File: src/mipsPkg.sv
`default_nettype none

package mipsPkg;

   // Storage sizes
   localparam int regAddrWidth  = 5;
   localparam int regCount      = 2 ** regAddrWidth;
   localparam int imemDepth     = 64;
   localparam int imemAddrWidth = $clog2(imemDepth);
   localparam int dmemDepth     = 64;
   localparam int dmemAddrWidth = $clog2(dmemDepth);

   // Primary opcode field, instr[31:26]
   typedef enum logic [5:0] {
      opRType = 6'h00,
      opBeq   = 6'h04,
      opAddi  = 6'h08,
      opLw    = 6'h23,
      opSw    = 6'h2b
   } opcodeT;

   // R-type function field, instr[5:0]
   typedef enum logic [5:0] {
      fnAdd = 6'h20,
      fnSub = 6'h22,
      fnAnd = 6'h24,
      fnOr  = 6'h25,
      fnSlt = 6'h2a
   } functT;

   typedef enum logic [2:0] {
      aluAdd = 3'd0,
      aluSub = 3'd1,
      aluAnd = 3'd2,
      aluOr  = 3'd3,
      aluSlt = 3'd4
   } aluOpT;

   // Operand source for the execute stage
   typedef enum logic [1:0] {
      fwdRegFile = 2'b00,
      fwdResultW = 2'b01,
      fwdAluOutM = 2'b10
   } forwardSelT;

endpackage

`default_nettype wire

File: src/fetchStage.sv
`timescale 1ns/1ps
`default_nettype none

module fetchStage (
   input  logic                              clk,
   input  logic                              reset,
   input  logic                              progWrite,
   input  logic [mipsPkg::imemAddrWidth-1:0] progAddr,
   input  logic [31:0]                       progData,
   input  logic                              stallF,
   input  logic                              stallD,
   input  logic                              branchTaken,
   input  logic [31:0]                       branchTarget,
   output logic [31:0]                       instrD,
   output logic [31:0]                       pcPlus4D
);
   import mipsPkg::*;

   logic [31:0] imem [imemDepth];
   logic [31:0] pcF;
   logic [31:0] pcPlus4F;
   logic [31:0] instrF;

   // Program load port, open only while reset is held
   always_ff @(posedge clk) begin
      if (reset && progWrite) begin
         imem[progAddr] <= progData;
      end
   end

   assign instrF   = imem[pcF[imemAddrWidth+1:2]];
   assign pcPlus4F = pcF + 32'd4;

   always_ff @(posedge clk) begin
      if (reset) begin
         pcF <= '0;
      end else if (!stallF) begin
         pcF <= branchTaken ? branchTarget : pcPlus4F;
      end
   end

   //////////////////////////////
   // Fetch/decode register
   //////////////////////////////
   // Stall wins over squash so a beq waiting on its operands stays put
   always_ff @(posedge clk) begin
      if (reset) begin
         instrD   <= '0;
         pcPlus4D <= '0;
      end else if (!stallD) begin
         instrD   <= branchTaken ? 32'd0 : instrF;
         pcPlus4D <= pcPlus4F;
      end
   end

endmodule

`default_nettype wire

File: config.mk
export PLATFORM = sky130hd
export DESIGN_NAME = fetchStage
export DESIGN_NICKNAME = d
export VERILOG_FILES = /design/src/mipsPkg.sv /design/src/fetchStage.sv
export SDC_FILE = /design/constraint.sdc
export NUM_CORES = 2
export LEC_CHECK = 0
export ABC_CLOCK_PERIOD_IN_PS = 5200
export BUFFER_PORTS_ARGS = -buffer_cell sky130_fd_sc_hd__buf_2
export CAP_MARGIN = 20
export CORE_MARGIN = 8
export CORE_UTILIZATION = 35
export CTS_CLUSTER_DIAMETER = 150
export DETAILED_ROUTE_END_ITERATION = 10
export SLEW_MARGIN = 10
export SYNTH_ARGS = -nofsm -noshare
export SYNTH_HDL_FRONTEND = slang
export SYNTH_SLANG_ARGS = --single-unit
File: constraint.sdc
create_clock -name clk -period 5.2 [get_ports clk]
set_input_delay 0.52 -clock clk [delete_from_list [all_inputs] [get_ports clk]]
set_output_delay 0.52 -clock clk [all_outputs]
set_load 0.005 [all_outputs]
[Word level (Yosys, flattened, before mapping)]
Memories as Yosys holds them, arrays and structs flattened. A register that Yosys moved wholly into a read port is not among the register bits.
Index checks and enable logic that the tools add are counted.
Word-level totals
  word-level logic and storage cells: 12
  memories kept: 1
  bits in registers: 96
  input port bits: 76
  memory bits (writable): 2048
Memory list
  imem: words 64, width 32, rd ports 1, clocked after Yosys merged registers in 1, wr ports 1, RTL line fetchStage.sv:19  | logic [31:0] imem [imemDepth];
Cells by class
  multiplexer cells: 6
  $add $sub $neg: 1
  reduce and logical (&&, ||, !) cells: 1
Operators by type and width (count)
  32-bit 2-to-1 mux: 2
  32-bit by 3-bit adder with 32-bit output (second input constant): 1
  6-bit 2-to-1 mux: 2
  1-bit 2-to-1 mux: 2
  1-bit logical AND: 1

[Logic depth before layout (Yosys ltp)]
  word-level depth: 4
  depth in mapped cells: 11
  mapped depth without buffers: 6

[Worst setup path after synthesis]
Ideal clock, no wire load.
  kind: input to register
  start point: input progAddr[5] (netlist name)
  end point: memory imem[48][0], enable pin
  arrival time: 3.302 ns
  buffers on the path: 1
  stages: 5
  required time: 4.739 ns
  setup slack: 1.437 ns
  cell sequence: clkbuf_1 > nand2_1 > nor3_1 > nand2b_1 > nor3_1
RTL lines
  start: declaration: RTL line fetchStage.sv:8  | input logic [mipsPkg::imemAddrWidth-1:0] progAddr,
  end: declaration: RTL line fetchStage.sv:19
Straight into the memory's write port.

==> results.md <==
* Max rail drop VDD at 0.000245 V
* Pwr dens at 377 nW/µm²
* Maximum level of the CTS H-tree at 4
* Grt ovf at 0
* Clk_lat worst skew at 860 ps
* Yosys top cell area share at 0.742
* Drt first pass iters at 6
* Num rows at 178
* Max_slew headroom at 0.167
* Count of mapped cells out of synthesis at 3,874
* Core area at 235,000 µm²
* Max-Cap Viols at 0
* Final std cells w/o fill at 7,532
* Hold buffers post-CTS at 6
* Unique cell type count in the Yosys netlist at 73
* Syn nets at 3,951
* P_leak at 29.1 nW
* CP max stage cell: dfxtp_4
* Worst Setup Start Kind: flop
* Clock tree buffer depth at 3
* RSZ-0062 raised after global routing: false
* Starting Density at 0.352
* Worst-Margin Slew at 1240 ps
* Worst Hold Class: in -> reg
* Via/cell ratio at 5.64
* WP data required at 5880 ps
* Total DRC errors in the routed layout at 0
* Max frequency at 244 MHz
* Clk sinks at 2,150
* Hold Fails Final Rpt at 0
* CTS tree: done
* Final WS setup at 1100 ps
* Clk slew on worst S/H paths at 60 ps
* Worst path max stage delay at 870 ps
* Critical-path cell list: buf_4 > mux4_2 > mux2_2 > a32o_1 > o21ai_0 > nand3_1
* CTS root buffer: clkbuf_16
* Cell Area, Synth at 82,900 µm²
* First-pass GRT wire length at 334,000 µm
* Layout net count at 4,268
* Crit. End Element: flop
* Post-synth EDFFs at 2,048
* Die Y-Extent at 503 µm
* Skew final at 61.2 ps
* Setup bufs post-CTS at 0
* Total GRT Usage at 0.185
* Crit Path Category: reg -> reg
* Pre-CTS setup slack at 1120 ps
* Crit path max fanout at 38
* Sequential share of the synthesized area at 0.767
* DRT iter0 DRCs at 5,608
* Number of I/O pins at 140
* Max-slew violation count at 0
* Die X at 503 µm
* DR vias at 42,500
* Synth top area cells: edfxtp_1, mux4_2, dfxtp_1
* Input/output buffers at 139
* DRT antenna net count at 0
* Hold Path Cell Cnt at 4
* Placed Cells at 7,115
* Status: completed
* Layout cells sized above 1 at 0.291
* Setup violations, final at 0
* Post-CTS resize count at 0
* Tmin final at 4100 ps
* Number of fill cells at 20,600
* Pin count of the biggest net entering global routing at 90
* Post-Syn Area per Cell at 21.4 µm²
* CTS Buf Count at 205
* Initial antenna violation count at 30
* Vias in the first global route at 41,800
* Hold Path Origin: branchTarget[25]
* Setup TNS at 0 ps
* GPL Wtd Cong at 0.842
* Routed wire length at 240,000 µm
* Die area at 253,000 µm²
* Synth Flop Type: edfxtp_1
* Worst reg-to-reg path cell count at 6
* Routed length per placed instance at 31.9 µm
* Asr flop ratio synth at 0
* Arrival @ worst endpoint at 4780 ps
* Ys Warns at 0
* Dpl hpwl at 144,000 µm
* Share of the clock period used by the worst path at 0.788
* Synth Register Bits at 2,150
* Area Growth Syn to Fin at 15.2%
* Synth area leader: edfxtp_1
-- metal layers --
layer  vias to the layer above  wire, µm  GRT usage
met3                       339     23000     0.0421
met5                         -        27          0
met4                         4      6590     0.0478
li1                      17000         -          -
met2                      2258    113000      0.294
met1                     23000     97900      0.260
-- cell usage after synthesis (all sizes together), types with 8 or more instances --
cell and number:
edfxtp 2048, mux4 537, nand2 156, nor2 149
buf 145, dfxtp 102, mux2i 80, clkbuf 71
a21oi 57, nand3 56, a22oi 55, nor3 34
mux2 30, o21ai 30, a211oi 26, nand2b 21
o22ai 21, nor2b 17, nand4 15, xor2 14
a22o 13, and3 13, xnor2 12, a221o 11
a32o 11, inv 11, a221oi 10, nor4 10
o31ai 10, o211ai 9, and2 8
-- report_power, final --
group	switching [mW]	internal, mW	total, mW
sequential	0.117	19.0	19.2
combinational	1.21	0.770	1.98
clock	6.60	8.28	14.9
-- layout by cell type (no fill, tap or decap), types with 14 or more instances in the layout --
| cell | instances |
|---|---|
| edfxtp_1 | 2048 |
| mux4_2 | 537 |
| clkbuf_16 | 206 |
| nand2_1 | 156 |
| buf_4 | 140 |
| buf_2 | 139 |
| dfxtp_1 | 96 |
| nor2_1 | 84 |
| mux2i_1 | 80 |
| nor2_4 | 63 |
| a21oi_1 | 57 |
| nand3_1 | 56 |
| a22oi_1 | 55 |
| clkinv_1 | 50 |
| clkbuf_1 | 48 |
| clkinv_2 | 39 |
| buf_12 | 36 |
| nor3_1 | 30 |
| mux2_2 | 30 |
| o21ai_0 | 29 |
| a211oi_1 | 26 |
| nand2b_1 | 21 |
| o22ai_1 | 21 |
| bufinv_16 | 17 |
| nor2b_1 | 16 |
| nand4_1 | 14 |
| xor2_1 | 14 |
-- state kept, by name, indices dropped and copies added (netlist names), named ones only --
signal    flops
imem       2048
pcPlus4D     32
instrD       32
pcF          32
-- final cells by class --
class                   instances  area, µm²  area share
clock inverters               126       1250      0.0131
well taps                    3150       3940      0.0413
repair buffers                326       2640      0.0276
inverters                      12       45.0    0.000472
multi-input cells            1496      18600       0.195
clock buffers                 261       5430      0.0569
flip-flops and latches       2150      63600       0.665
diodes                         11       27.5    0.000288
-- metrics by stage --
stage	hold WS (ps)	total power [mW]	utilization	area [µm²]
CTS	14.9	36.2	0.404	95200
finish	79.0	36.0	0.406	95500
floorplan	449	20.6	-	82900
detailed placement	451	21.5	0.376	88500
global placement	441	21.5	0.375	88300
global route	37.0	37.0	0.406	95500
-- cells by family (layout without fill, tap and decap cells) --
family / Yosys count / in the layout / share of synthesized area
compound gates: 312 / 312 / 0.0271
xor+xnor: 26 / 26 / 0.00275
fa+ha+maj: 1 / 1 / 0.000151
buf+inv: 228 / 725 / 0.0149
flops: 2150 / 2150 / 0.767
mux: 647 / 647 / 0.160
other cells: 0 / 11 / 0
simple gates: 510 / 510 / 0.0288
-- worst max-delay path: cells and delay by family (launching register included) --
kind            cells  cell delay (ps)
compound gates      2             1150
mux                 2              880
flops               1              870
buf+inv             1              730
simple gates        1              140
-- path summary, 6_finish.rpt --
check            endpoint  slack (ps)
max            instrD[25]        1100
min               pcF[25]          80
max reg2reg    instrD[25]        1100
min reg2reg  pcPlus4D[12]         460
No activity file was read; power rests on OpenSTA's default activity.
