--- src/mipsPkg.sv ---
`default_nettype none

package mipsPkg;

   // Storage sizes
   localparam int regAddrWidth  = 5;
   localparam int regCount      = 2 ** regAddrWidth;
   localparam int imemDepth     = 64;
   localparam int imemAddrWidth = $clog2(imemDepth);
   localparam int dmemDepth     = 64;
   localparam int dmemAddrWidth = $clog2(dmemDepth);

   // Primary opcode field, instr[31:26]
   typedef enum logic [5:0] {
      opRType = 6'h00,
      opBeq   = 6'h04,
      opAddi  = 6'h08,
      opLw    = 6'h23,
      opSw    = 6'h2b
   } opcodeT;

   // R-type function field, instr[5:0]
   typedef enum logic [5:0] {
      fnAdd = 6'h20,
      fnSub = 6'h22,
      fnAnd = 6'h24,
      fnOr  = 6'h25,
      fnSlt = 6'h2a
   } functT;

   typedef enum logic [2:0] {
      aluAdd = 3'd0,
      aluSub = 3'd1,
      aluAnd = 3'd2,
      aluOr  = 3'd3,
      aluSlt = 3'd4
   } aluOpT;

   // Operand source for the execute stage
   typedef enum logic [1:0] {
      fwdRegFile = 2'b00,
      fwdResultW = 2'b01,
      fwdAluOutM = 2'b10
   } forwardSelT;

endpackage

`default_nettype wire

--- src/hazardUnit.sv ---
`timescale 1ns/1ps
`default_nettype none

module hazardUnit (
   input  logic                             clk,
   input  logic [mipsPkg::regAddrWidth-1:0] rsD,
   input  logic [mipsPkg::regAddrWidth-1:0] rtD,
   input  logic [mipsPkg::regAddrWidth-1:0] rsE,
   input  logic [mipsPkg::regAddrWidth-1:0] rtE,
   input  logic                             branchD,
   input  logic [mipsPkg::regAddrWidth-1:0] writeRegE,
   input  logic [mipsPkg::regAddrWidth-1:0] writeRegM,
   input  logic [mipsPkg::regAddrWidth-1:0] writeRegW,
   input  logic                             regWriteE,
   input  logic                             regWriteM,
   input  logic                             regWriteW,
   input  logic                             memToRegE,
   input  logic                             memToRegM,
   output logic                             stallF,
   output logic                             stallD,
   output logic                             flushE,
   output logic                             forwardAD,
   output logic                             forwardBD,
   output mipsPkg::forwardSelT              forwardAE,
   output mipsPkg::forwardSelT              forwardBE
);
   import mipsPkg::*;

   logic lwStall;
   logic branchStall;
   logic memHitD;
   logic exHitD;

   // Memory stage has priority, it holds the newer value
   function automatic forwardSelT selectSource(input logic [regAddrWidth-1:0] src);
      if (src != '0 && regWriteM && src == writeRegM) begin
         return fwdAluOutM;
      end
      if (src != '0 && regWriteW && src == writeRegW) begin
         return fwdResultW;
      end
      return fwdRegFile;
   endfunction

   always_comb begin
      forwardAE = selectSource(rsE);
      forwardBE = selectSource(rtE);
   end

   // Branch compare taps the memory-stage ALU result
   assign forwardAD = (rsD != '0) && regWriteM && (rsD == writeRegM);
   assign forwardBD = (rtD != '0) && regWriteM && (rtD == writeRegM);

   assign exHitD  = regWriteE && (writeRegE == rsD || writeRegE == rtD);
   assign memHitD = memToRegM && (writeRegM == rsD || writeRegM == rtD);

   assign lwStall     = memToRegE && (rtE == rsD || rtE == rtD);
   assign branchStall = branchD && (exHitD || memHitD);

   assign stallF = lwStall || branchStall;
   assign stallD = lwStall || branchStall;
   assign flushE = lwStall || branchStall;

endmodule

`default_nettype wire

--- config.mk ---
export PLATFORM = sky130hd
export DESIGN_NAME = hazardUnit
export DESIGN_NICKNAME = d
export VERILOG_FILES = /design/src/mipsPkg.sv /design/src/hazardUnit.sv
export SDC_FILE = /design/constraint.sdc
export NUM_CORES = 1
export LEC_CHECK = 0
export ABC_AREA = 1
export BUFFER_PORTS_ARGS = -buffer_cell sky130_fd_sc_hd__buf_2
export CORE_MARGIN = 2
export CORE_UTILIZATION = 50
export DETAILED_ROUTE_END_ITERATION = 16
export PLACE_DENSITY_LB_ADDON = 0.1
export REMOVE_ABC_BUFFERS = 1
export SYNTH_ARGS = -nofsm -noshare
export SYNTH_HDL_FRONTEND = slang
export SYNTH_SLANG_ARGS = --single-unit
--- constraint.sdc ---
create_clock -name vclk -period 3.8
set_input_delay 0.76 -clock vclk [all_inputs]
set_output_delay 0.76 -clock vclk [all_outputs]
set_load 0.01 [all_outputs]
# After elaboration in Yosys (flattened, before gate mapping)

Cells that the tools add are included.

Bits of input ports: 42
Flip-flop bits (word level): 0
Output and inout bits: 9
Word-level logic and storage cells: 51

Reductions and logical operators: 25
Mux-type cells: 14
Equality and inequality tests: 12

Operator list:

| operator           | number |
|---|---|
| 5-bit == test      | 12 |
| 5-bit nonzero test | 4 |
| 1-bit logical AND  | 16 |
| 2-bit two-way mux  | 8 |
| 1-bit two-way mux  | 6 |
| 1-bit logical OR   | 5 |

# Logic depth before layout (Yosys ltp)

Word-level depth: 7
Mapped depth: 12

# Least setup slack after synthesis

OpenSTA, ideal clock, no wires.

Kind: in2out
Start point: in rtE[4] (netlist name)
End point: out stallD
Arrival: 1.666 ns
Slack: 1.374 ns
Stages: 8
Path through: buf_2 -> or2_0 -> a21oi_1 -> nand3_1 -> nand2_1 -> nand2_1 -> nand2_1 -> buf_4

Word-level cells in the longest chain between the ends: 4
Elaborated cells between the ends (all ways): 5
Classes of those cells: eq/ne (2); reduce/logical (3)

Ends and longest elaborated chain:

| what                  | line             | text |
|---|---|---|
| start, declared       | hazardUnit.sv:9  | `input logic [mipsPkg::regAddrWidth-1:0] rtE,` |
| 5-bit == test         | hazardUnit.sv:57 | `assign lwStall = memToRegE && (rtE == rsD \|\| rtE == rtD);` |
| 1-bit logical OR (*)  | hazardUnit.sv:57 |  |
| 1-bit logical AND (*) | hazardUnit.sv:57 |  |
| 1-bit logical OR (*)  | -                |  |
| end, declared         | hazardUnit.sv:20 | `output logic stallD,` |

Mark *: on every way between the ends. The rest lies on a longest branch, timed or not.

# Worst setup path after layout

Start point: in rtE[1] (netlist name)
End point: out stallF

Word-level cells in the longest chain between the ends: 4
Elaborated cells between the ends (all ways): 5
Classes of those cells: eq/ne (2); reduce/logical (3)

Ends and longest elaborated chain:

| what                  | line             | text |
|---|---|---|
| 5-bit == test         | hazardUnit.sv:57 |  |
| 1-bit logical OR (*)  | hazardUnit.sv:57 |  |
| 1-bit logical AND (*) | hazardUnit.sv:57 |  |
| 1-bit logical OR (*)  | hazardUnit.sv:60 | `assign stallF = lwStall \|\| branchStall;` |
| end, declared         | hazardUnit.sv:19 | `output logic stallF,` |

Marks and branches as above.

==> results by group <==
Synthesis
  – Avg Inst Size Synth: 4.78 sq um
  – Largest area contributor in the netlist: nand2_1
  – Register area share after synthesis: 0%
  – Synthesized area: 851 sq um
  – Netlist cell types: 20
  – Top cells by area, synth: nand2_1, xnor2_1, xor2_1
  – Post-synthesis cell count: 178
  – Post-synth top area share: 30.9%
  – Yosys warning total: 0

Drt
  – First-pass DRT Iterations: 4
  – Drt first-iter violations: 27
  – WL/cell: 9.93 microns
  – Post-DRT Antenna Nets: 0
  – # DRC: 0
  – Routed WL: 2370 microns
  – DR vias/cell: 4.87
  – Via Count: 1163

Placed design
  – Port bufs: 50
  – Pre-CTS setup slack: 1.29 ns
  – GPL Wtd Cong: 0.904
  – Detailed placement HPWL: 2110 microns

Setup path
  – Crit path DAT: 1.75 ns
  – Worst path required time: 3.04 ns
  – Worst Setup Path Type: input port to output port
  – CP max FO: 6
  – Startpoint Class: input port
  – Crit. End Element: output port

STA
  – Fmax: 0.399 GHz
  – Post-route setup slack: 1.29 ns
  – Min cycle time layout: 2.51 ns
  – Fin crit share: 66.0%
  – Fin. Hold Viols: 0
  – RSZ-0062 raised after global routing: false
  – Setup TNS: 0 ns
  – Final setup fails: 0
  – Worst slew margin: 80.8%
  – Worst-Margin Slew: 0.286 ns
  – Final Max Slew Viols: 0

Clock tree
  – Post-cts resize count: 0
  – Cts hold-fix bufs: 0
  – # Post-CTS Setup Buffers: 0

Finish
  – Final nets: 267
  – # diodes: 0
  – Area Growth Syn to Fin: 27.9%
  – Filler instances: 158
  – Clk_buf instances: 0
  – FF/Latch Area: 0 sq um
  – Num sequential: 0
  – Share of layout cells above drive strength 1: 25.6%
  – Area of the multi-input gates: 717 sq um

Global routing
  – Antenna violations before repair: 0
  – GR Util All Layers: 24.7%
  – Remaining global-route overflow: 0
  – Vias in the first global route: 991
  – First-pass GRT wire length: 3950 microns
  – Largest net degree at the start of global routing: 8

Flow run
  – Max Cap Violations: 0

Floorplanning
  – Core Area: 1560 sq um
  – I/O pin total: 51
  – Row cnt: 14
  – Die height: 45.3 microns
  – Initial core utilization: 54.6%
  – DIE AREA: 2050 sq um
  – Horiz. Die Dim: 45.3 microns

Worst hold path
  – HP Class: input port to output port

Run status
  – Status: complete, no violations

Power and ir drop
  – Leakage power: 0.000698 uW
  – PwrDens: 104 nW/um^2
  – Peak supply drop: 0.0000585 V
-- Yosys cell counts --
cell / instances
inv_1: 22
nand3_1: 13
buf_2: 2
o2111ai_1: 1
inv_2: 5
xnor2_1: 10
a21oi_1: 6
nand2_1: 70
or2_0: 1
or2_2: 1
xor2_1: 10
buf_4: 3
nor3_2: 1
nor4_1: 2
o22ai_1: 1
a211oi_1: 2
nor2_1: 19
o211ai_1: 1
o21ai_0: 2
nor3_1: 6
-- kinds of logic (layout without fill, tap and decap cells) --
group | Yosys count | count (layout) | share of synthesized area, %
AO/OA/AOI/OAI | 13 | 13 | 9.12
XOR/XNOR | 20 | 20 | 20.6
buffers and inverters | 32 | 77 | 15.7
AND/OR/NAND/NOR | 113 | 113 | 54.6
-- report_power, final --
group          internal, uW  switching (uW)  leakage, uW
Sequential                0               0            0
Clock                     0               0            0
Combinational          48.5            64.9     0.000698
Total                  48.5            64.9     0.000698
-- per-stage QoR --
| stage | cell area [sq um] | utilization [%] | std cells | power [uW] | hold slack, ns |
|---|---|---|---|---|---|
| 6_report | 1090 | 69.8 | 239 | 113 | 1.85 |
| 5_1_grt | 1090 | 69.8 | 239 | 129 | 1.87 |
| 4_1_cts | 1090 | 69.8 | 239 | 113 | 1.84 |
| 3_5_place_dp | 1090 | 69.8 | 239 | 113 | 1.84 |
| 3_3_place_gp | 1090 | 69.8 | 239 | 109 | 1.83 |
| 2_1_floorplan | 818 | - | 173 | 61.2 | 1.67 |
-- final cells by class --
| class | count | share of cell area (%) |
|---|---|---|
| multi-input combinational | 146 | 65.9 |
| timing repair buffer | 50 | 23.0 |
| inverter | 27 | 9.31 |
| tap | 16 | 1.84 |
-- routing by layer --
| metal | up-vias | GRT usage [%] | share of wire (%) |
|---|---|---|---|
| met5 | - | 0 | 0 |
| met4 | 0 | 0 | 0 |
| met3 | 0 | 0 | 5.2 |
| met2 | 35 | 43.4 | 47 |
| met1 | 490 | 36.0 | 48 |
| li1 | 638 | - | - |
-- layout by cell type, fill, tap and decap left out, drive strengths merged --
master,count
o2111ai,1
buf,50
or2,2
nor3,7
a21oi,6
a211oi,2
o22ai,1
nor4,2
o211ai,1
nand3,13
xor2,10
nand2,70
inv,27
xnor2,10
nor2,19
o21ai,2
-- critical path, stage by stage --
cell and delay, ns:
buf_2 0.12, inv_1 0.16, nor2_1 0.06, nor3_1 0.22, nand3_1 0.10, nand2_1 0.08
nand2_1 0.05, nand2_1 0.08, buf_2 0.13
-- final timing paths --
check | slack, ns | to | cells past startpoint | startpoint
min | 1.85 | stallD | 4 | branchD
max | 1.29 | stallF | 9 | rtE[1]
No activity file was read; power rests on OpenSTA's default activity.
