File: src/mipsPkg.sv
`default_nettype none

package mipsPkg;

   // Storage sizes
   localparam int regAddrWidth  = 5;
   localparam int regCount      = 2 ** regAddrWidth;
   localparam int imemDepth     = 64;
   localparam int imemAddrWidth = $clog2(imemDepth);
   localparam int dmemDepth     = 64;
   localparam int dmemAddrWidth = $clog2(dmemDepth);

   // Primary opcode field, instr[31:26]
   typedef enum logic [5:0] {
      opRType = 6'h00,
      opBeq   = 6'h04,
      opAddi  = 6'h08,
      opLw    = 6'h23,
      opSw    = 6'h2b
   } opcodeT;

   // R-type function field, instr[5:0]
   typedef enum logic [5:0] {
      fnAdd = 6'h20,
      fnSub = 6'h22,
      fnAnd = 6'h24,
      fnOr  = 6'h25,
      fnSlt = 6'h2a
   } functT;

   typedef enum logic [2:0] {
      aluAdd = 3'd0,
      aluSub = 3'd1,
      aluAnd = 3'd2,
      aluOr  = 3'd3,
      aluSlt = 3'd4
   } aluOpT;

   // Operand source for the execute stage
   typedef enum logic [1:0] {
      fwdRegFile = 2'b00,
      fwdResultW = 2'b01,
      fwdAluOutM = 2'b10
   } forwardSelT;

endpackage

`default_nettype wire

File: src/executeStage.sv
`timescale 1ns/1ps
`default_nettype none

module executeStage (
   input  logic                             clk,
   input  logic                             reset,
   input  logic                             regWriteE,
   input  logic                             memToRegE,
   input  logic                             memWriteE,
   input  logic                             aluSrcE,
   input  logic                             regDstE,
   input  mipsPkg::aluOpT                   aluOpE,
   input  logic [31:0]                      rd1E,
   input  logic [31:0]                      rd2E,
   input  logic [31:0]                      immE,
   input  logic [mipsPkg::regAddrWidth-1:0] rtE,
   input  logic [mipsPkg::regAddrWidth-1:0] rdE,
   input  mipsPkg::forwardSelT              forwardAE,
   input  mipsPkg::forwardSelT              forwardBE,
   input  logic [31:0]                      resultW,
   output logic [mipsPkg::regAddrWidth-1:0] writeRegE,
   output logic [31:0]                      aluOutM,
   output logic [31:0]                      writeDataM,
   output logic [mipsPkg::regAddrWidth-1:0] writeRegM,
   output logic                             regWriteM,
   output logic                             memToRegM,
   output logic                             memWriteM
);
   import mipsPkg::*;

   logic [31:0] srcA;
   logic [31:0] srcB;
   logic [31:0] writeDataE;
   logic [31:0] aluOutE;

   function automatic logic [31:0] pickOperand(
      input forwardSelT  sel,
      input logic [31:0] regVal,
      input logic [31:0] wbVal,
      input logic [31:0] memVal
   );
      case (sel)
         fwdResultW: return wbVal;
         fwdAluOutM: return memVal;
         default:    return regVal;
      endcase
   endfunction

   assign srcA       = pickOperand(forwardAE, rd1E, resultW, aluOutM);
   assign writeDataE = pickOperand(forwardBE, rd2E, resultW, aluOutM);
   assign srcB       = aluSrcE ? immE : writeDataE;
   assign writeRegE  = regDstE ? rdE : rtE;

   // ALU, add and sub wrap
   always_comb begin
      case (aluOpE)
         aluSub:  aluOutE = srcA - srcB;
         aluAnd:  aluOutE = srcA & srcB;
         aluOr:   aluOutE = srcA | srcB;
         aluSlt:  aluOutE = {31'd0, $signed(srcA) < $signed(srcB)};
         default: aluOutE = srcA + srcB;
      endcase
   end

   //////////////////////////////
   // Execute/memory register
   //////////////////////////////
   always_ff @(posedge clk) begin
      if (reset) begin
         regWriteM <= 1'b0;
         memToRegM <= 1'b0;
         memWriteM <= 1'b0;
      end else begin
         regWriteM <= regWriteE;
         memToRegM <= memToRegE;
         memWriteM <= memWriteE;
      end
   end

   always_ff @(posedge clk) begin
      aluOutM    <= aluOutE;
      writeDataM <= writeDataE;
      writeRegM  <= writeRegE;
   end

endmodule

`default_nettype wire

File: config.mk
export PLATFORM = sky130hd
export DESIGN_NAME = executeStage
export DESIGN_NICKNAME = d
export VERILOG_FILES = /design/src/mipsPkg.sv /design/src/executeStage.sv
export SDC_FILE = /design/constraint.sdc
export NUM_CORES = 1
export LEC_CHECK = 0
export BUFFER_PORTS_ARGS = -buffer_cell sky130_fd_sc_hd__buf_2
export CAP_MARGIN = 20
export CORE_MARGIN = 1.5
export CORE_UTILIZATION = 54
export DETAILED_ROUTE_END_ITERATION = 16
export PLACE_DENSITY = 0.8
export REMOVE_ABC_BUFFERS = 1
export SLEW_MARGIN = 20
export SYNTH_ARGS = -nofsm -noshare
export SYNTH_HDL_FRONTEND = slang
export SYNTH_SLANG_ARGS = --single-unit
File: constraint.sdc
create_clock -name clk -period 6 [get_ports clk]
set_clock_uncertainty 0.15 [all_clocks]
set_input_delay 0.6 -clock clk [delete_from_list [all_inputs] [get_ports clk]]
set_output_delay 0.6 -clock clk [all_outputs]
set_load 0.005 [all_outputs]
# Yosys cells after proc, flatten, opt, wreduce, memory -nomap -nowiden
# Cells that the tools add are included.
# op_classes
add_sub_neg,2
n_lt_le_gt_ge,1
eq_ne,8
muxes,5
n_bitwise,2
# op_table
op,n
case mux 32 bit (2 select lines),2
case mux 32 bit (4 select lines),1
adder 32 bit,1
bitwise AND 32 bit,1
less-than comparator 32 bit,1
2-to-1 mux 32 bit,1
OR 32 bit,1
subtractor 32 bit,1
equality test 3 x 2 -> 1 bit (second input constant),2
2-to-1 mux 5 bit,1
equality test 2 x 1 -> 1 bit (second input constant),2
equality test 2 bit (second input constant),2
equality test 3 x 1 -> 1 bit (second input constant),1
equality test 3 bit (second input constant),1
# totals
regBits,72
in_bits,152
out_inout_bits,77
word_cells,24

# Logic depth before layout (Yosys ltp)
# depth
ltp_word,5
depth_mapped,19
ltp_nobuf,18

# Worst setup path before layout
# OpenSTA, ideal clock, no wires.
# synth_path
path_type,in2reg
start,in forwardBE[0]
end,reg aluOutM[0]
setup_ps,136
arrival_time_ps,4327
required_time_ps,5714
setup_slack_ps,1387
cell_stages,18
n_path_buf,2
path_cell_list,inv_1 ha_1 clkbuf_1 buf_1 nor2_1 a21oi_1 o21ai_0 ha_1 fa_1 o21ba_1 nor4_1 nor3_1 a2111o_1 a31o_1 a211oi_2 nor2_1 o41ai_1 a22oi_1
# synth_via
elab_chain_len,5
word_cells_on_any_way,10
classes_between,add/sub: 2; order compare: 1; eq/ne: 2; mux: 3; bitwise: 2
# synth_rtl
element,line,source
from (decl),executeStage.sv:19,"input mipsPkg::forwardSelT forwardBE,"
equality test 2 bit / equality test 2 x 1 -> 1 bit (equally long branches),executeStage.sv:42,case (sel)
case mux 32 bit (2 select lines) (*),executeStage.sv:42,
2-to-1 mux 32 bit (*),executeStage.sv:51,assign srcB = aluSrcE ? immE : writeDataE;
adder 32 bit (tied with other cells),executeStage.sv:61,default: aluOutE = srcA + srcB;
case mux 32 bit (4 select lines) (*),executeStage.sv:56,case (aluOpE)
via aluOutE[0],executeStage.sv:34,logic [31:0] aluOutE;
to (signal assigned),executeStage.sv:81,aluOutM <= aluOutE;
to (decl),executeStage.sv:22,"output logic [31:0] aluOutM,"
# Mark *: on every way through the listed nets, which the timed path passes. The rest lies on a longest branch.
# A chain may end at the register's enable or synchronous reset.

# Final worst setup path
# layout_path
start,in forwardAE[0]
end,reg aluOutM[0]
# layout_via
elab_chain_len,4
word_cells_on_any_way,9
classes_between,add/sub: 2; order compare: 1; eq/ne: 2; mux: 2; bitwise: 2
# layout_rtl
element,line,source
from (decl),executeStage.sv:18,"input mipsPkg::forwardSelT forwardAE,"
equality test 2 bit / equality test 2 x 1 -> 1 bit (equally long branches),executeStage.sv:42,
case mux 32 bit (2 select lines) (*),executeStage.sv:42,
adder 32 bit (tied with other cells),executeStage.sv:61,
case mux 32 bit (4 select lines) (*),executeStage.sv:56,
via aluOutE[0],executeStage.sv:34,
# Marked as above.

==> metrics.md <==
| Metric | Value |
|---|---|
| Part of the power in the clock network | `0.237` |
| Sw Share | `0.431` |
| Initial antenna violation count | `1` |
| Worst hold-check path type | `input port to flop` |
| Final ANT Viol Nets | `0` |
| Hpwl dp | `roughly 20000 µm` |
| Total power | `around 2.6 mW` |
| Seq/Total Area, Yosys | `0.182` |
| FF-to-FF Start | `aluOutM[0]` |
| Vias in the first global route | `a little over 8000` |
| Layout fillers | `about 1300` |
| Leak | `4.70 nW` |
| Int Pwr | `roughly 1.5 mW` |
| Register area | `approximately 1400 µm²` |
| Worst slew pin tran | `roughly 1200 ps` |
| Critical Path Fanout Max | `45` |
| All-Layer GR Usage | `0.349` |
| CTS max path bufs | `2` |
| DR vias | `around 9000` |
| Endpoints failing setup | `0` |
| Area growth syn-to-layout | `19.9%` |
| Hold-fix buffers at CTS | `0` |
| Post-CTS Resized | `0` |
| # Max-Cap Violations | `0` |
| Arrival time worst endpoint | `between 4000 and 5000 ps` |
| Worst setup endpoint | `aluOutM[0]` |
| Initial DRT Pass Iterations | `6` |
| Final Max Slew Viols | `0` |
| Share of the synthesized area in the top cell type | `0.182` |
| Critical path class | `input port to flop` |
| Post-CTS Setup Repair Bufs | `0` |
| Min cycle time layout | `4740 ps` |
| Routing usage on met2 | `0.593` |
| Final Hold Viols | `0` |
| Die width | `around 120 µm` |
| Fmax | `approximately 210 MHz` |
| Area taken by multi-input logic gates | `roughly 5700 µm²` |
| Most numerous cell in the Yosys netlist | `inv_1` |
| R2r setup slk | `1800 ps` |
| Crit-path most repeated cell | `inv_1` |
| Residual DRC count | `0` |
| Peak supply drop | `approximately 0.17 mV` |
| DIE AREA | `between 15000 and 20000 µm²` |
| H-Tree Depth | `3` |
| WP data required | `approximately 6000 ps` |
| Met3 Track Usage GR | `0.0531` |
| Worst path slowest cell | `ha_2` |
| Critical path startpoint category | `input port` |
| Mean area per synthesized cell | `6.95 µm²` |
| Worst skew pair latency | `~360 ps` |
| Async SR Flop Fraction | `0` |
| Combinational share of power | `0.511` |
| Critical-path cell list | `buf_2 > inv_1 > ha_2 > nand2_1 > o21ai_0 > inv_1 > ha_1 > fa_1 > o21ba_1 > nor4_1 > nor3_1 > a2111o_1 > a31o_1 > a211oi_2 > nor2_1 > o41ai_1 > a22oi_1` |
| Setup TNS | `0 ps` |
| Syn Inst Count | `between 1000 and 1500` |
| RR Endpoint | `aluOutM[0]` |
| Ys Warns | `0` |
| Synth area leader | `dfxtp_1` |
| EDFF count, synth | `0` |
| Worst Setup SP | `forwardAE[0]` |
| Slowest stage delay, CP | `860 ps` |
| Yosys cell types | `76` |
| RSZ-0062 raised after global routing | `no` |
| NetSw | `1.12 mW` |
| Main flop type after synthesis | `dfxtp_1` |
| Clock buffers created by TritonCTS | `9` |
| Status | `finished, final reports clean` |
| Ratio of cells with drive above 1 in the final layout | `0.222` |
| Clk sinks | `72` |
| GP Congestion | `0.973` |
| Port-buffer cells | `between 200 and 250` |
| Root Buffer | `clkbuf_16` |
| Post-layout nets | `about 1600` |
| IO Pins | `around 230` |
| Core ar. | `14400 µm²` |
| Final worst-path cycle share | `0.790` |
| Worst reg-to-reg path cell count | `15` |
| Die H | `124 µm` |
| DR WL/cell | `between 15 and 20 µm` |
| Gr busiest metal | `met2` |
| Worst Setup End Kind | `flop` |
| Gr ovfl total | `0` |
| Flop pwr share | `0.252` |
| Reg clk slew, reported paths | `roughly 60 ps` |
| DR iter-0 viols | `761` |
| Rel. slew slack | `0.198` |
| Largest net degree at the start of global routing | `46` |
| Commonest cells post-synth | `inv_1 (132), a21oi_1 (117), nand2_1 (115)` |
| FF+latch count, synth | `72` |
| Pwr dens | `274 nW/µm²` |
| Synth Cell Area | `between 7000 and 8000 µm²` |
| Initial Util | `0.549` |
| Met1 usage | `0.442` |
| CTS tree | `built` |
| First-pass GRT wire length | `approximately 42000 µm` |
| Num rows | `44` |
| Via density | `approximately 6` |
| Area contributors post-synth | `dfxtp_1 (18%), ha_1 (16%), a21oi_1 (7.4%)` |
| Routed WL | `27100 µm` |
-- critical path, delay by kind of cell --
family                   cells  cell delay, ps
AND/OR/NAND/NOR              4             540
buffers and inverters        3             230
AO/OA/AOI/OAI                7            1860
adder cells (fa/ha/maj)      3            1560
-- cell type report --
class,count,share of cell area
clock buffers,10,0.0241
multi-input cells,863,0.605
well taps,184,0.0242
diodes,1,0.000263
repair buffers,244,0.133
flip-flops and latches,72,0.152
clock inverters,6,0.00974
inverters,132,0.0521
-- logic make-up after synthesis --
kind of cell / share of synthesized area
mux: 0.0123
buf+inv: 0.0979
xor+xnor: 0.00774
fa+ha+maj: 0.163
flops: 0.182
simple gates: 0.165
compound gates: 0.372
-- layer usage --
layer	part of all wire	vias to the layer above
li1	-	4400
met1	0.42	4208
met2	0.47	470
met3	0.082	68
met4	0.030	0
met5	0	-
-- power by group through the flow --
stage	Sequential, mW	Clock, mW	Combinational [mW]
floorplan	0.666	0	0.846
global placement	0.662	0	1.29
detailed placement	0.663	0	1.29
CTS	0.654	0.618	1.30
global route	0.669	0.638	1.47
finish	0.656	0.616	1.33
-- worst min-delay path by stage --
stage                      startpoint              to  slack, ps  cells after the start
after floorplan            aluOutM[0]   writeDataM[0]        470                      4
after global placement    aluOutM[27]  writeDataM[27]        460                      4
after global routing            reset       memToRegM        300                      2
final                           reset       memToRegM        280                      2
after detailed placement  aluOutM[27]  writeDataM[27]        470                      4
after CTS                       reset       memToRegM        280                      2
-- metrics by stage --
step                       util  hold slack [ps]  cell area [µm²]  cells  setup WS (ps)
final                     0.659              281             9500   1512           1260
after global routing      0.659              303             9500   1512            853
after CTS                 0.659              280             9500   1511           1280
after detailed placement  0.636              473             9180   1495            915
after global placement    0.636              462             9180   1495           1050
after floorplan               -              468             7640   1067            936
-- sequential cells by signal, summed over array words and instances, names as in the netlist --
signal / flops
memToRegM: 1
regWriteM: 1
writeRegM: 5
aluOutM: 32
memWriteM: 1
writeDataM: 32
-- cells in the final DEF, fill, tap and decap left out, types with 15 or more instances in the layout --
cell type and n:
dfxtp_1 72, a22oi_1 68, inv_1 132, ha_1 98, o221ai_1 15, nand2_1 115
o21ai_0 105, a21oi_1 117, buf_4 16, buf_2 228, a21o_1 15, nand2b_1 16
nor2_1 103
(Power assumes the default switching activity.)
