`config.mk`:
```
export PLATFORM = sky130hd
export DESIGN_NAME = decodeStage
export DESIGN_NICKNAME = d
export VERILOG_FILES = /design/src/mipsPkg.sv /design/src/decodeStage.sv
export SDC_FILE = /design/constraint.sdc
export NUM_CORES = 2
export LEC_CHECK = 0
export BUFFER_PORTS_ARGS = -buffer_cell sky130_fd_sc_hd__buf_2
export CAP_MARGIN = 20
export CORE_MARGIN = 2
export CORE_UTILIZATION = 45
export DETAILED_ROUTE_END_ITERATION = 7
export SLEW_MARGIN = 25
export SYNTH_ARGS = -nofsm -noshare
export SYNTH_HDL_FRONTEND = slang
export SYNTH_SLANG_ARGS = --single-unit
```
`constraint.sdc`:
```
create_clock -name clk -period 3.6 [get_ports clk]
set_input_delay 0.18 -clock clk [delete_from_list [all_inputs] [get_ports clk]]
set_output_delay 0.18 -clock clk [all_outputs]
set_load 0.1 [all_outputs]
```
`src/mipsPkg.sv`:
```
`default_nettype none

package mipsPkg;

   // Storage sizes
   localparam int regAddrWidth  = 5;
   localparam int regCount      = 2 ** regAddrWidth;
   localparam int imemDepth     = 64;
   localparam int imemAddrWidth = $clog2(imemDepth);
   localparam int dmemDepth     = 64;
   localparam int dmemAddrWidth = $clog2(dmemDepth);

   // Primary opcode field, instr[31:26]
   typedef enum logic [5:0] {
      opRType = 6'h00,
      opBeq   = 6'h04,
      opAddi  = 6'h08,
      opLw    = 6'h23,
      opSw    = 6'h2b
   } opcodeT;

   // R-type function field, instr[5:0]
   typedef enum logic [5:0] {
      fnAdd = 6'h20,
      fnSub = 6'h22,
      fnAnd = 6'h24,
      fnOr  = 6'h25,
      fnSlt = 6'h2a
   } functT;

   typedef enum logic [2:0] {
      aluAdd = 3'd0,
      aluSub = 3'd1,
      aluAnd = 3'd2,
      aluOr  = 3'd3,
      aluSlt = 3'd4
   } aluOpT;

   // Operand source for the execute stage
   typedef enum logic [1:0] {
      fwdRegFile = 2'b00,
      fwdResultW = 2'b01,
      fwdAluOutM = 2'b10
   } forwardSelT;

endpackage

`default_nettype wire

```
`src/decodeStage.sv`:
```
`timescale 1ns/1ps
`default_nettype none

module decodeStage (
   input  logic                             clk,
   input  logic                             reset,
   input  logic [31:0]                      instrD,
   input  logic [31:0]                      pcPlus4D,
   input  logic                             forwardAD,
   input  logic                             forwardBD,
   input  logic [31:0]                      aluOutM,
   input  logic                             flushE,
   input  logic [mipsPkg::regAddrWidth-1:0] writeRegW,
   input  logic [31:0]                      resultW,
   input  logic                             regWriteW,
   output logic                             branchD,
   output logic                             branchTaken,
   output logic [31:0]                      branchTarget,
   output logic [mipsPkg::regAddrWidth-1:0] rsD,
   output logic [mipsPkg::regAddrWidth-1:0] rtD,
   output logic [mipsPkg::regAddrWidth-1:0] rsE,
   output logic [mipsPkg::regAddrWidth-1:0] rtE,
   output logic                             regWriteE,
   output logic                             memToRegE,
   output logic                             memWriteE,
   output logic                             aluSrcE,
   output logic                             regDstE,
   output mipsPkg::aluOpT                   aluOpE,
   output logic [31:0]                      rd1E,
   output logic [31:0]                      rd2E,
   output logic [31:0]                      immE,
   output logic [mipsPkg::regAddrWidth-1:0] rdE
);
   import mipsPkg::*;

   opcodeT                  opcode;
   functT                   funct;
   logic [regAddrWidth-1:0] rdD;
   logic                    regWriteD;
   logic                    memToRegD;
   logic                    memWriteD;
   logic                    aluSrcD;
   logic                    regDstD;
   aluOpT                   aluOpD;
   logic [31:0]             regFile [regCount];
   logic [31:0]             rd1D;
   logic [31:0]             rd2D;
   logic [31:0]             immD;
   logic [31:0]             eqA;
   logic [31:0]             eqB;
   logic                    wbHit;

   assign opcode = opcodeT'(instrD[31:26]);
   assign funct  = functT'(instrD[5:0]);
   assign rsD    = instrD[25:21];
   assign rtD    = instrD[20:16];
   assign rdD    = instrD[15:11];
   assign immD   = {{16{instrD[15]}}, instrD[15:0]};

   //////////////////////////////
   // Control decode
   //////////////////////////////
   always_comb begin
      regWriteD = 1'b0;
      memToRegD = 1'b0;
      memWriteD = 1'b0;
      aluSrcD   = 1'b0;
      regDstD   = 1'b0;
      branchD   = 1'b0;
      aluOpD    = aluAdd;
      case (opcode)
         opRType: begin
            regDstD   = 1'b1;
            regWriteD = 1'b1;
            case (funct)
               fnAdd:   aluOpD = aluAdd;
               fnSub:   aluOpD = aluSub;
               fnAnd:   aluOpD = aluAnd;
               fnOr:    aluOpD = aluOr;
               fnSlt:   aluOpD = aluSlt;
               // Nop and unknown functs write nothing
               default: regWriteD = 1'b0;
            endcase
         end
         opAddi: begin
            regWriteD = 1'b1;
            aluSrcD   = 1'b1;
         end
         opLw: begin
            regWriteD = 1'b1;
            memToRegD = 1'b1;
            aluSrcD   = 1'b1;
         end
         opSw: begin
            memWriteD = 1'b1;
            aluSrcD   = 1'b1;
         end
         opBeq:   branchD = 1'b1;
         default: ;
      endcase
   end

   // Register file, register 0 is never written
   always_ff @(posedge clk) begin
      if (reset) begin
         for (int i = 0; i < regCount; i++) begin
            regFile[i] <= '0;
         end
      end else if (regWriteW && writeRegW != '0) begin
         regFile[writeRegW] <= resultW;
      end
   end

   // Writeback in this same cycle goes straight to the readers
   assign wbHit = regWriteW && (writeRegW != '0);
   assign rd1D  = (wbHit && writeRegW == rsD) ? resultW : regFile[rsD];
   assign rd2D  = (wbHit && writeRegW == rtD) ? resultW : regFile[rtD];

   // Early branch resolution
   assign eqA          = forwardAD ? aluOutM : rd1D;
   assign eqB          = forwardBD ? aluOutM : rd2D;
   assign branchTaken  = branchD && (eqA == eqB);
   assign branchTarget = pcPlus4D + {immD[29:0], 2'b00};

   //////////////////////////////
   // Decode/execute register
   //////////////////////////////
   always_ff @(posedge clk) begin
      if (reset || flushE) begin
         regWriteE <= 1'b0;
         memToRegE <= 1'b0;
         memWriteE <= 1'b0;
         aluSrcE   <= 1'b0;
         regDstE   <= 1'b0;
         aluOpE    <= aluAdd;
         rsE       <= '0;
         rtE       <= '0;
         rdE       <= '0;
      end else begin
         regWriteE <= regWriteD;
         memToRegE <= memToRegD;
         memWriteE <= memWriteD;
         aluSrcE   <= aluSrcD;
         regDstE   <= regDstD;
         aluOpE    <= aluOpD;
         rsE       <= rsD;
         rtE       <= rtD;
         rdE       <= rdD;
      end
   end

   // Operand data
   always_ff @(posedge clk) begin
      rd1E <= rd1D;
      rd2E <= rd2D;
      immE <= immD;
   end

endmodule

`default_nettype wire

```
After elaboration in Yosys (flattened, before gate mapping) --
Memories as Yosys holds them, arrays and structs flattened. Cells that the tools add are included.
Cells by class: add/sub/neg operators 1, multiply operators 0, divide/modulo/power cells 0, $lt $le $gt $ge 0, equality and inequality tests 12, shift operators 0, mux-type cells 20, bitwise gates (word level) 1, reductions and logical operators 12
Operator list (number):
- 32-bit two-way mux | 5
- 6-bit equality test (second input constant) | 7
- 32-bit adder | 1
- 32-bit equality test | 1
- 32-bit OR reduction | 1
- 1-bit two-way mux | 12
- 3-bit one-hot mux with 4 select lines | 1
- 5-bit equality test | 2
- 6-bit by 3-bit equality test with 1-bit output (second input constant) | 1
- 6-bit by 4-bit equality test with 1-bit output (second input constant) | 1
- 6-bit zero test | 1
- 5-bit two-way mux | 1
- 5-bit nonzero test | 1
- 5-bit OR reduction | 1
- 1-bit logical AND | 4
- 2-bit OR reduction | 2
- 3-bit OR reduction | 1
- 1-bit one-hot mux with 2 select lines | 1
- 1-bit logical OR | 1
- 1-bit inverter | 1
Storage, ports and cells: bits in registers 103, latch bits 0, bits in writable memories 1024, ROM bits 0, input bits 139, output and inout bits 163, logic and storage cells 59, memories 1
Memory list:
- regFile | words 32, width 32, read ports 2, clocked after Yosys merged registers in 0, wr ports 32, line decodeStage.sv:45 | logic [31:0] regFile [regCount];

Logic depth before layout (Yosys ltp) --
depth in word-level cells 7, mapped depth 15, mapped depth without buffers 12

Worst setup path after synthesis --
OpenSTA, ideal clock, no wires.
kind input -> output, from input instrD[1], to output branchTarget[31], arrival 4134 ps, required time 3420 ps, slack -714 ps, stages on the path 11, buffers on the path 0, path through ha_1 -> a21o_1 -> a21oi_1 -> o21bai_1 -> a21oi_1 -> o211ai_1 -> nand2_1 -> o211ai_1 -> a41oi_1 -> nor2_1 -> a211oi_1
On the way: cells in the longest elaborated chain, start to end 1
RTL lines:
- from (decl) | line decodeStage.sv:7 | input logic [31:0] instrD,
- 32-bit adder | line decodeStage.sv:123 | assign branchTarget = pcPlus4D + {immD[29:0], 2'b00};
- to (decl) | line decodeStage.sv:18 | output logic [31:0] branchTarget,
Every way passes these cells.

==> metrics.md <==
| Metric | Value |
|---|---|
| Final Max Slew Viols | `0` |
| Row cnt | `134` |
| Final Util | `roughly 55%` |
| DR WL/cell | `39.12 um` |
| Final routed DRC violation total | `0` |
| Most common cell after layout, fill and taps aside | `edfxtp_1` |
| Ys async rst share | `0%` |
| Fin nets | `5260` |
| Max VDD drop | `approximately 0.46 mV` |
| GRT Util Overall | `approximately 39%` |
| PD cells | `491.1 nW/um^2` |
| Area share of the largest cell type after synthesis | `a little over 50%` |
| Clock Power Share | `a little over a third` |
| Worst-Skew Late Latency | `just under 0.8 ns` |
| Comb pwr share | `between 20% and 30%` |
| Area Growth Syn to Fin | `21.65%` |
| 1st-pass router iterations | `7` |
| Number of distinct library cells after synthesis | `87` |
| Grt total ovfl | `0` |
| Vias | `46667` |
| Worst hold path class | `in -> reg` |
| Setup-failing EPs final | `1` |
| Design Area, Final | `~74000 um^2` |
| CTS tree | `done` |
| Yosys reg bits | `~1100` |
| Dpl cells | `about 6700` |
| DRT antenna net count | `0` |
| I/O pins | `302` |
| Die area | `about 140000 um^2` |
| Placed Area | `68940 um^2` |
| Synth Warn # | `0` |
| Initial antenna violation count | `35` |
| Minimum clock period | `4.572 ns` |
| Seq/Total Area, Yosys | `53.92%` |
| Worst Max-Slew Pin Slew | `1.052 ns` |
| Int Pwr | `0.02496 W` |
| CTS max path bufs | `3` |
| Largest net degree at the start of global routing | `69` |
| Initial detailed-routing violation count | `slightly above 8000` |
| Worst setup margin | `-0.9716 ns` |
| Fin crit share | `127.0%` |
| Global-route wire length before repair | `367.7 mm` |
| Violated checks | `negative setup slack` |
| Relative slew slack | `29.84%` |
| CP max stage cell | `or4_4` |
| RSZ-0062 raised after global routing | `yes` |
| Core area | `133800 um^2` |
| Sw Ratio | `31.34%` |
| Clk Tree Root Cell | `clkbuf_16` |
| Critical Path Sink Type | `primary output` |
| Via density per instance | `around 6.7` |
| Critical path fanouts, max | `3` |
| Hold slack final | `between 0.03 and 0.04 ns` |
| Die X | `371.7 um` |
| Post-synth EDFFs | `1024` |
| Inserted Clock Buffers | `130` |
| H-tree depth | `4` |
| Hold Crit Depth | `5` |
| Clk slew on worst S/H paths | `approximately 0.06 ns` |
| Vias in the first global route | `between 40000 and 50000` |
| Synthesized instance count | `about 4400` |
| Global placement routability congestion | `1.033` |
| Layout Skew | `0.02838 ns` |
| WS Path Type | `reg -> out` |
| Setup crit start kind | `flip-flop` |
| Cell Area, Synth | `60850 um^2` |
| Worst path cell trace | `mux4_2, mux4_2, nand2_2, a31oi_4, xnor2_1, buf_4, o22ai_1, or4_4, nor4_4, o2111a_2, buf_12` |
| Number of max-cap violations | `0` |
| Most frequent cells in the layout | `edfxtp_1, and2_1, buf_4, mux4_2, buf_2` |
| DP HPWL | `179.9 mm` |
| Synth area leaders | `edfxtp_1, mux4_2, and2_1` |
| Critical path data required time | `3.42 ns` |
| Crit-path most repeated cell | `mux4_2` |
| CP arrival | `4.39 ns` |
| Finished Layout Cells | `about 7000` |
| P_leak | `roughly 27 nW` |
| Final hold vios | `0` |
| Sw Pwr | `0.01139 W` |
| Largest area contributor in the netlist | `edfxtp_1` |
| Peak per-stage delay on the critical path | `0.56 ns` |
| R2R cell count | `7` |
| Status | `finished, violations left` |
| Avg Inst Size Synth | `13.93 um^2` |
| Port Buffers | `297` |
| Clock sinks | `between 1000 and 1500` |
| Primary FF master, synth | `edfxtp_1` |
| Initial cell density of the core | `45.48%` |
| DRT Wirelength | `roughly 270 mm` |
| Fmax | `0.2187 GHz` |
| Die Ht | `371.7 um` |
| Sequential share of power | `a little over two fifths` |
| Share of cells above drive strength 1 | `between 30 and 40%` |
[power by group through the flow]
stage          logic, W  clock network, W  registers [W]
6_report        0.00793            0.0129         0.0155
5_1_grt         0.00803            0.0135         0.0155
4_1_cts         0.00764            0.0129         0.0155
3_5_place_dp    0.00750                 0         0.0157
3_3_place_gp    0.00750                 0         0.0157
2_1_floorplan   0.00350                 0         0.0166
[worst paths after layout]
check,startpoint,endpoint,slack (ns)
min,instrD[2],regWriteE,0.04
min reg2reg,regFile[18][17],rd1E[17],0.94
max,regFile[30][7],branchTaken,-0.97
max reg2reg,regFile[29][31],rd2E[31],1.11
[synthesized netlist by cell type, types with 11 or more instances]
cell type	n
edfxtp_1	1024
and2_1	887
mux4_2	455
clkbuf_1	270
mux2i_1	190
nor3_1	157
a22oi_1	144
nor2_1	106
dfxtp_1	103
nand2_1	97
xnor2_1	84
buf_4	77
buf_2	69
a21oi_1	68
nand3_1	54
o21ai_0	48
xor2_1	42
inv_1	39
or2_2	32
ha_1	29
buf_6	26
mux2_2	24
nor2b_1	24
nand4_1	23
buf_1	22
a221oi_1	21
a31oi_1	20
o22ai_1	17
a22o_1	16
nor4_1	15
o211ai_1	15
nand2b_1	14
a21o_1	11
[logic make-up (layout without fill, tap and decap cells)]
| logic type | after synthesis | after routing | synth area share [%] |
|---|---|---|---|
| DFF | 1127 | 1127 | 53.92 |
| xor gates and xnor gates | 126 | 126 | 1.814 |
| other | 1 | 60 | 0.006163 |
| muxes | 670 | 670 | 20.45 |
| adders and majority gates | 30 | 30 | 0.6292 |
| buffers and inverters | 509 | 1305 | 4.096 |
| AOI/OAI and AO/OA | 429 | 429 | 5.017 |
| and+or+nand+nor | 1476 | 1476 | 14.07 |
[through the flow]
stage / TNS, ns / setup WS (ns) / power [W]
floorplan: 0 / 0.07360 / 0.02008
global placement: -0.9512 / -0.9512 / 0.02318
detailed placement: -0.8460 / -0.8460 / 0.02322
CTS: -0.9435 / -0.9435 / 0.03604
global route: -1.064 / -1.064 / 0.03703
finish: -0.9716 / -0.9716 / 0.03635
[routing by layer]
layer | track usage, % | up-vias | wire length, um
li1 | - | 18055 | -
met1 | 50.49 | 23510 | 95630
met2 | 57.04 | 4188 | 116700
met3 | 14.56 | 898 | 42110
met4 | 23.87 | 16 | 18920
met5 | 0 | - | 127
[repair_timing]
action	in CTS	in global routing
gates resized for setup	30	40
hold buffers	49	0
hold endpoints to repair	135	0
cloned	0	0
pin swaps	12	21
buffers inserted	5	5
endpoints found under the setup margin	1	6
[worst max-delay path, delay by kind of cell (launching register included)]
kind	cells	cell delay, ns
mux	2	1.02
simple gates	3	0.97
compound gates	3	0.59
buf+inv	2	0.41
flops	1	0.41
xor+xnor	1	0.19
[final cells by class]
cell class / count / area, um^2
inverter: 44 / 165.2
timing repair buffer: 1025 / 8361
tap: 1768 / 2212
clock buffer: 167 / 3548
sequential: 1127 / 32810
fill: 10978 / 59770
antenna: 28 / 70.07
clock inverter: 69 / 514.2
multi-input combinational: 2763 / 26340
[state kept, by name, indices dropped and copies added (netlist names)]
name / cells
rsE: 5
regWriteE: 1
regDstE: 1
immE: 16
rd2E: 32
rd1E: 32
memToRegE: 1
rdE: 5
memWriteE: 1
aluOpE: 3
rtE: 5
aluSrcE: 1
regFile: 1024
(Power assumes the default switching activity.)
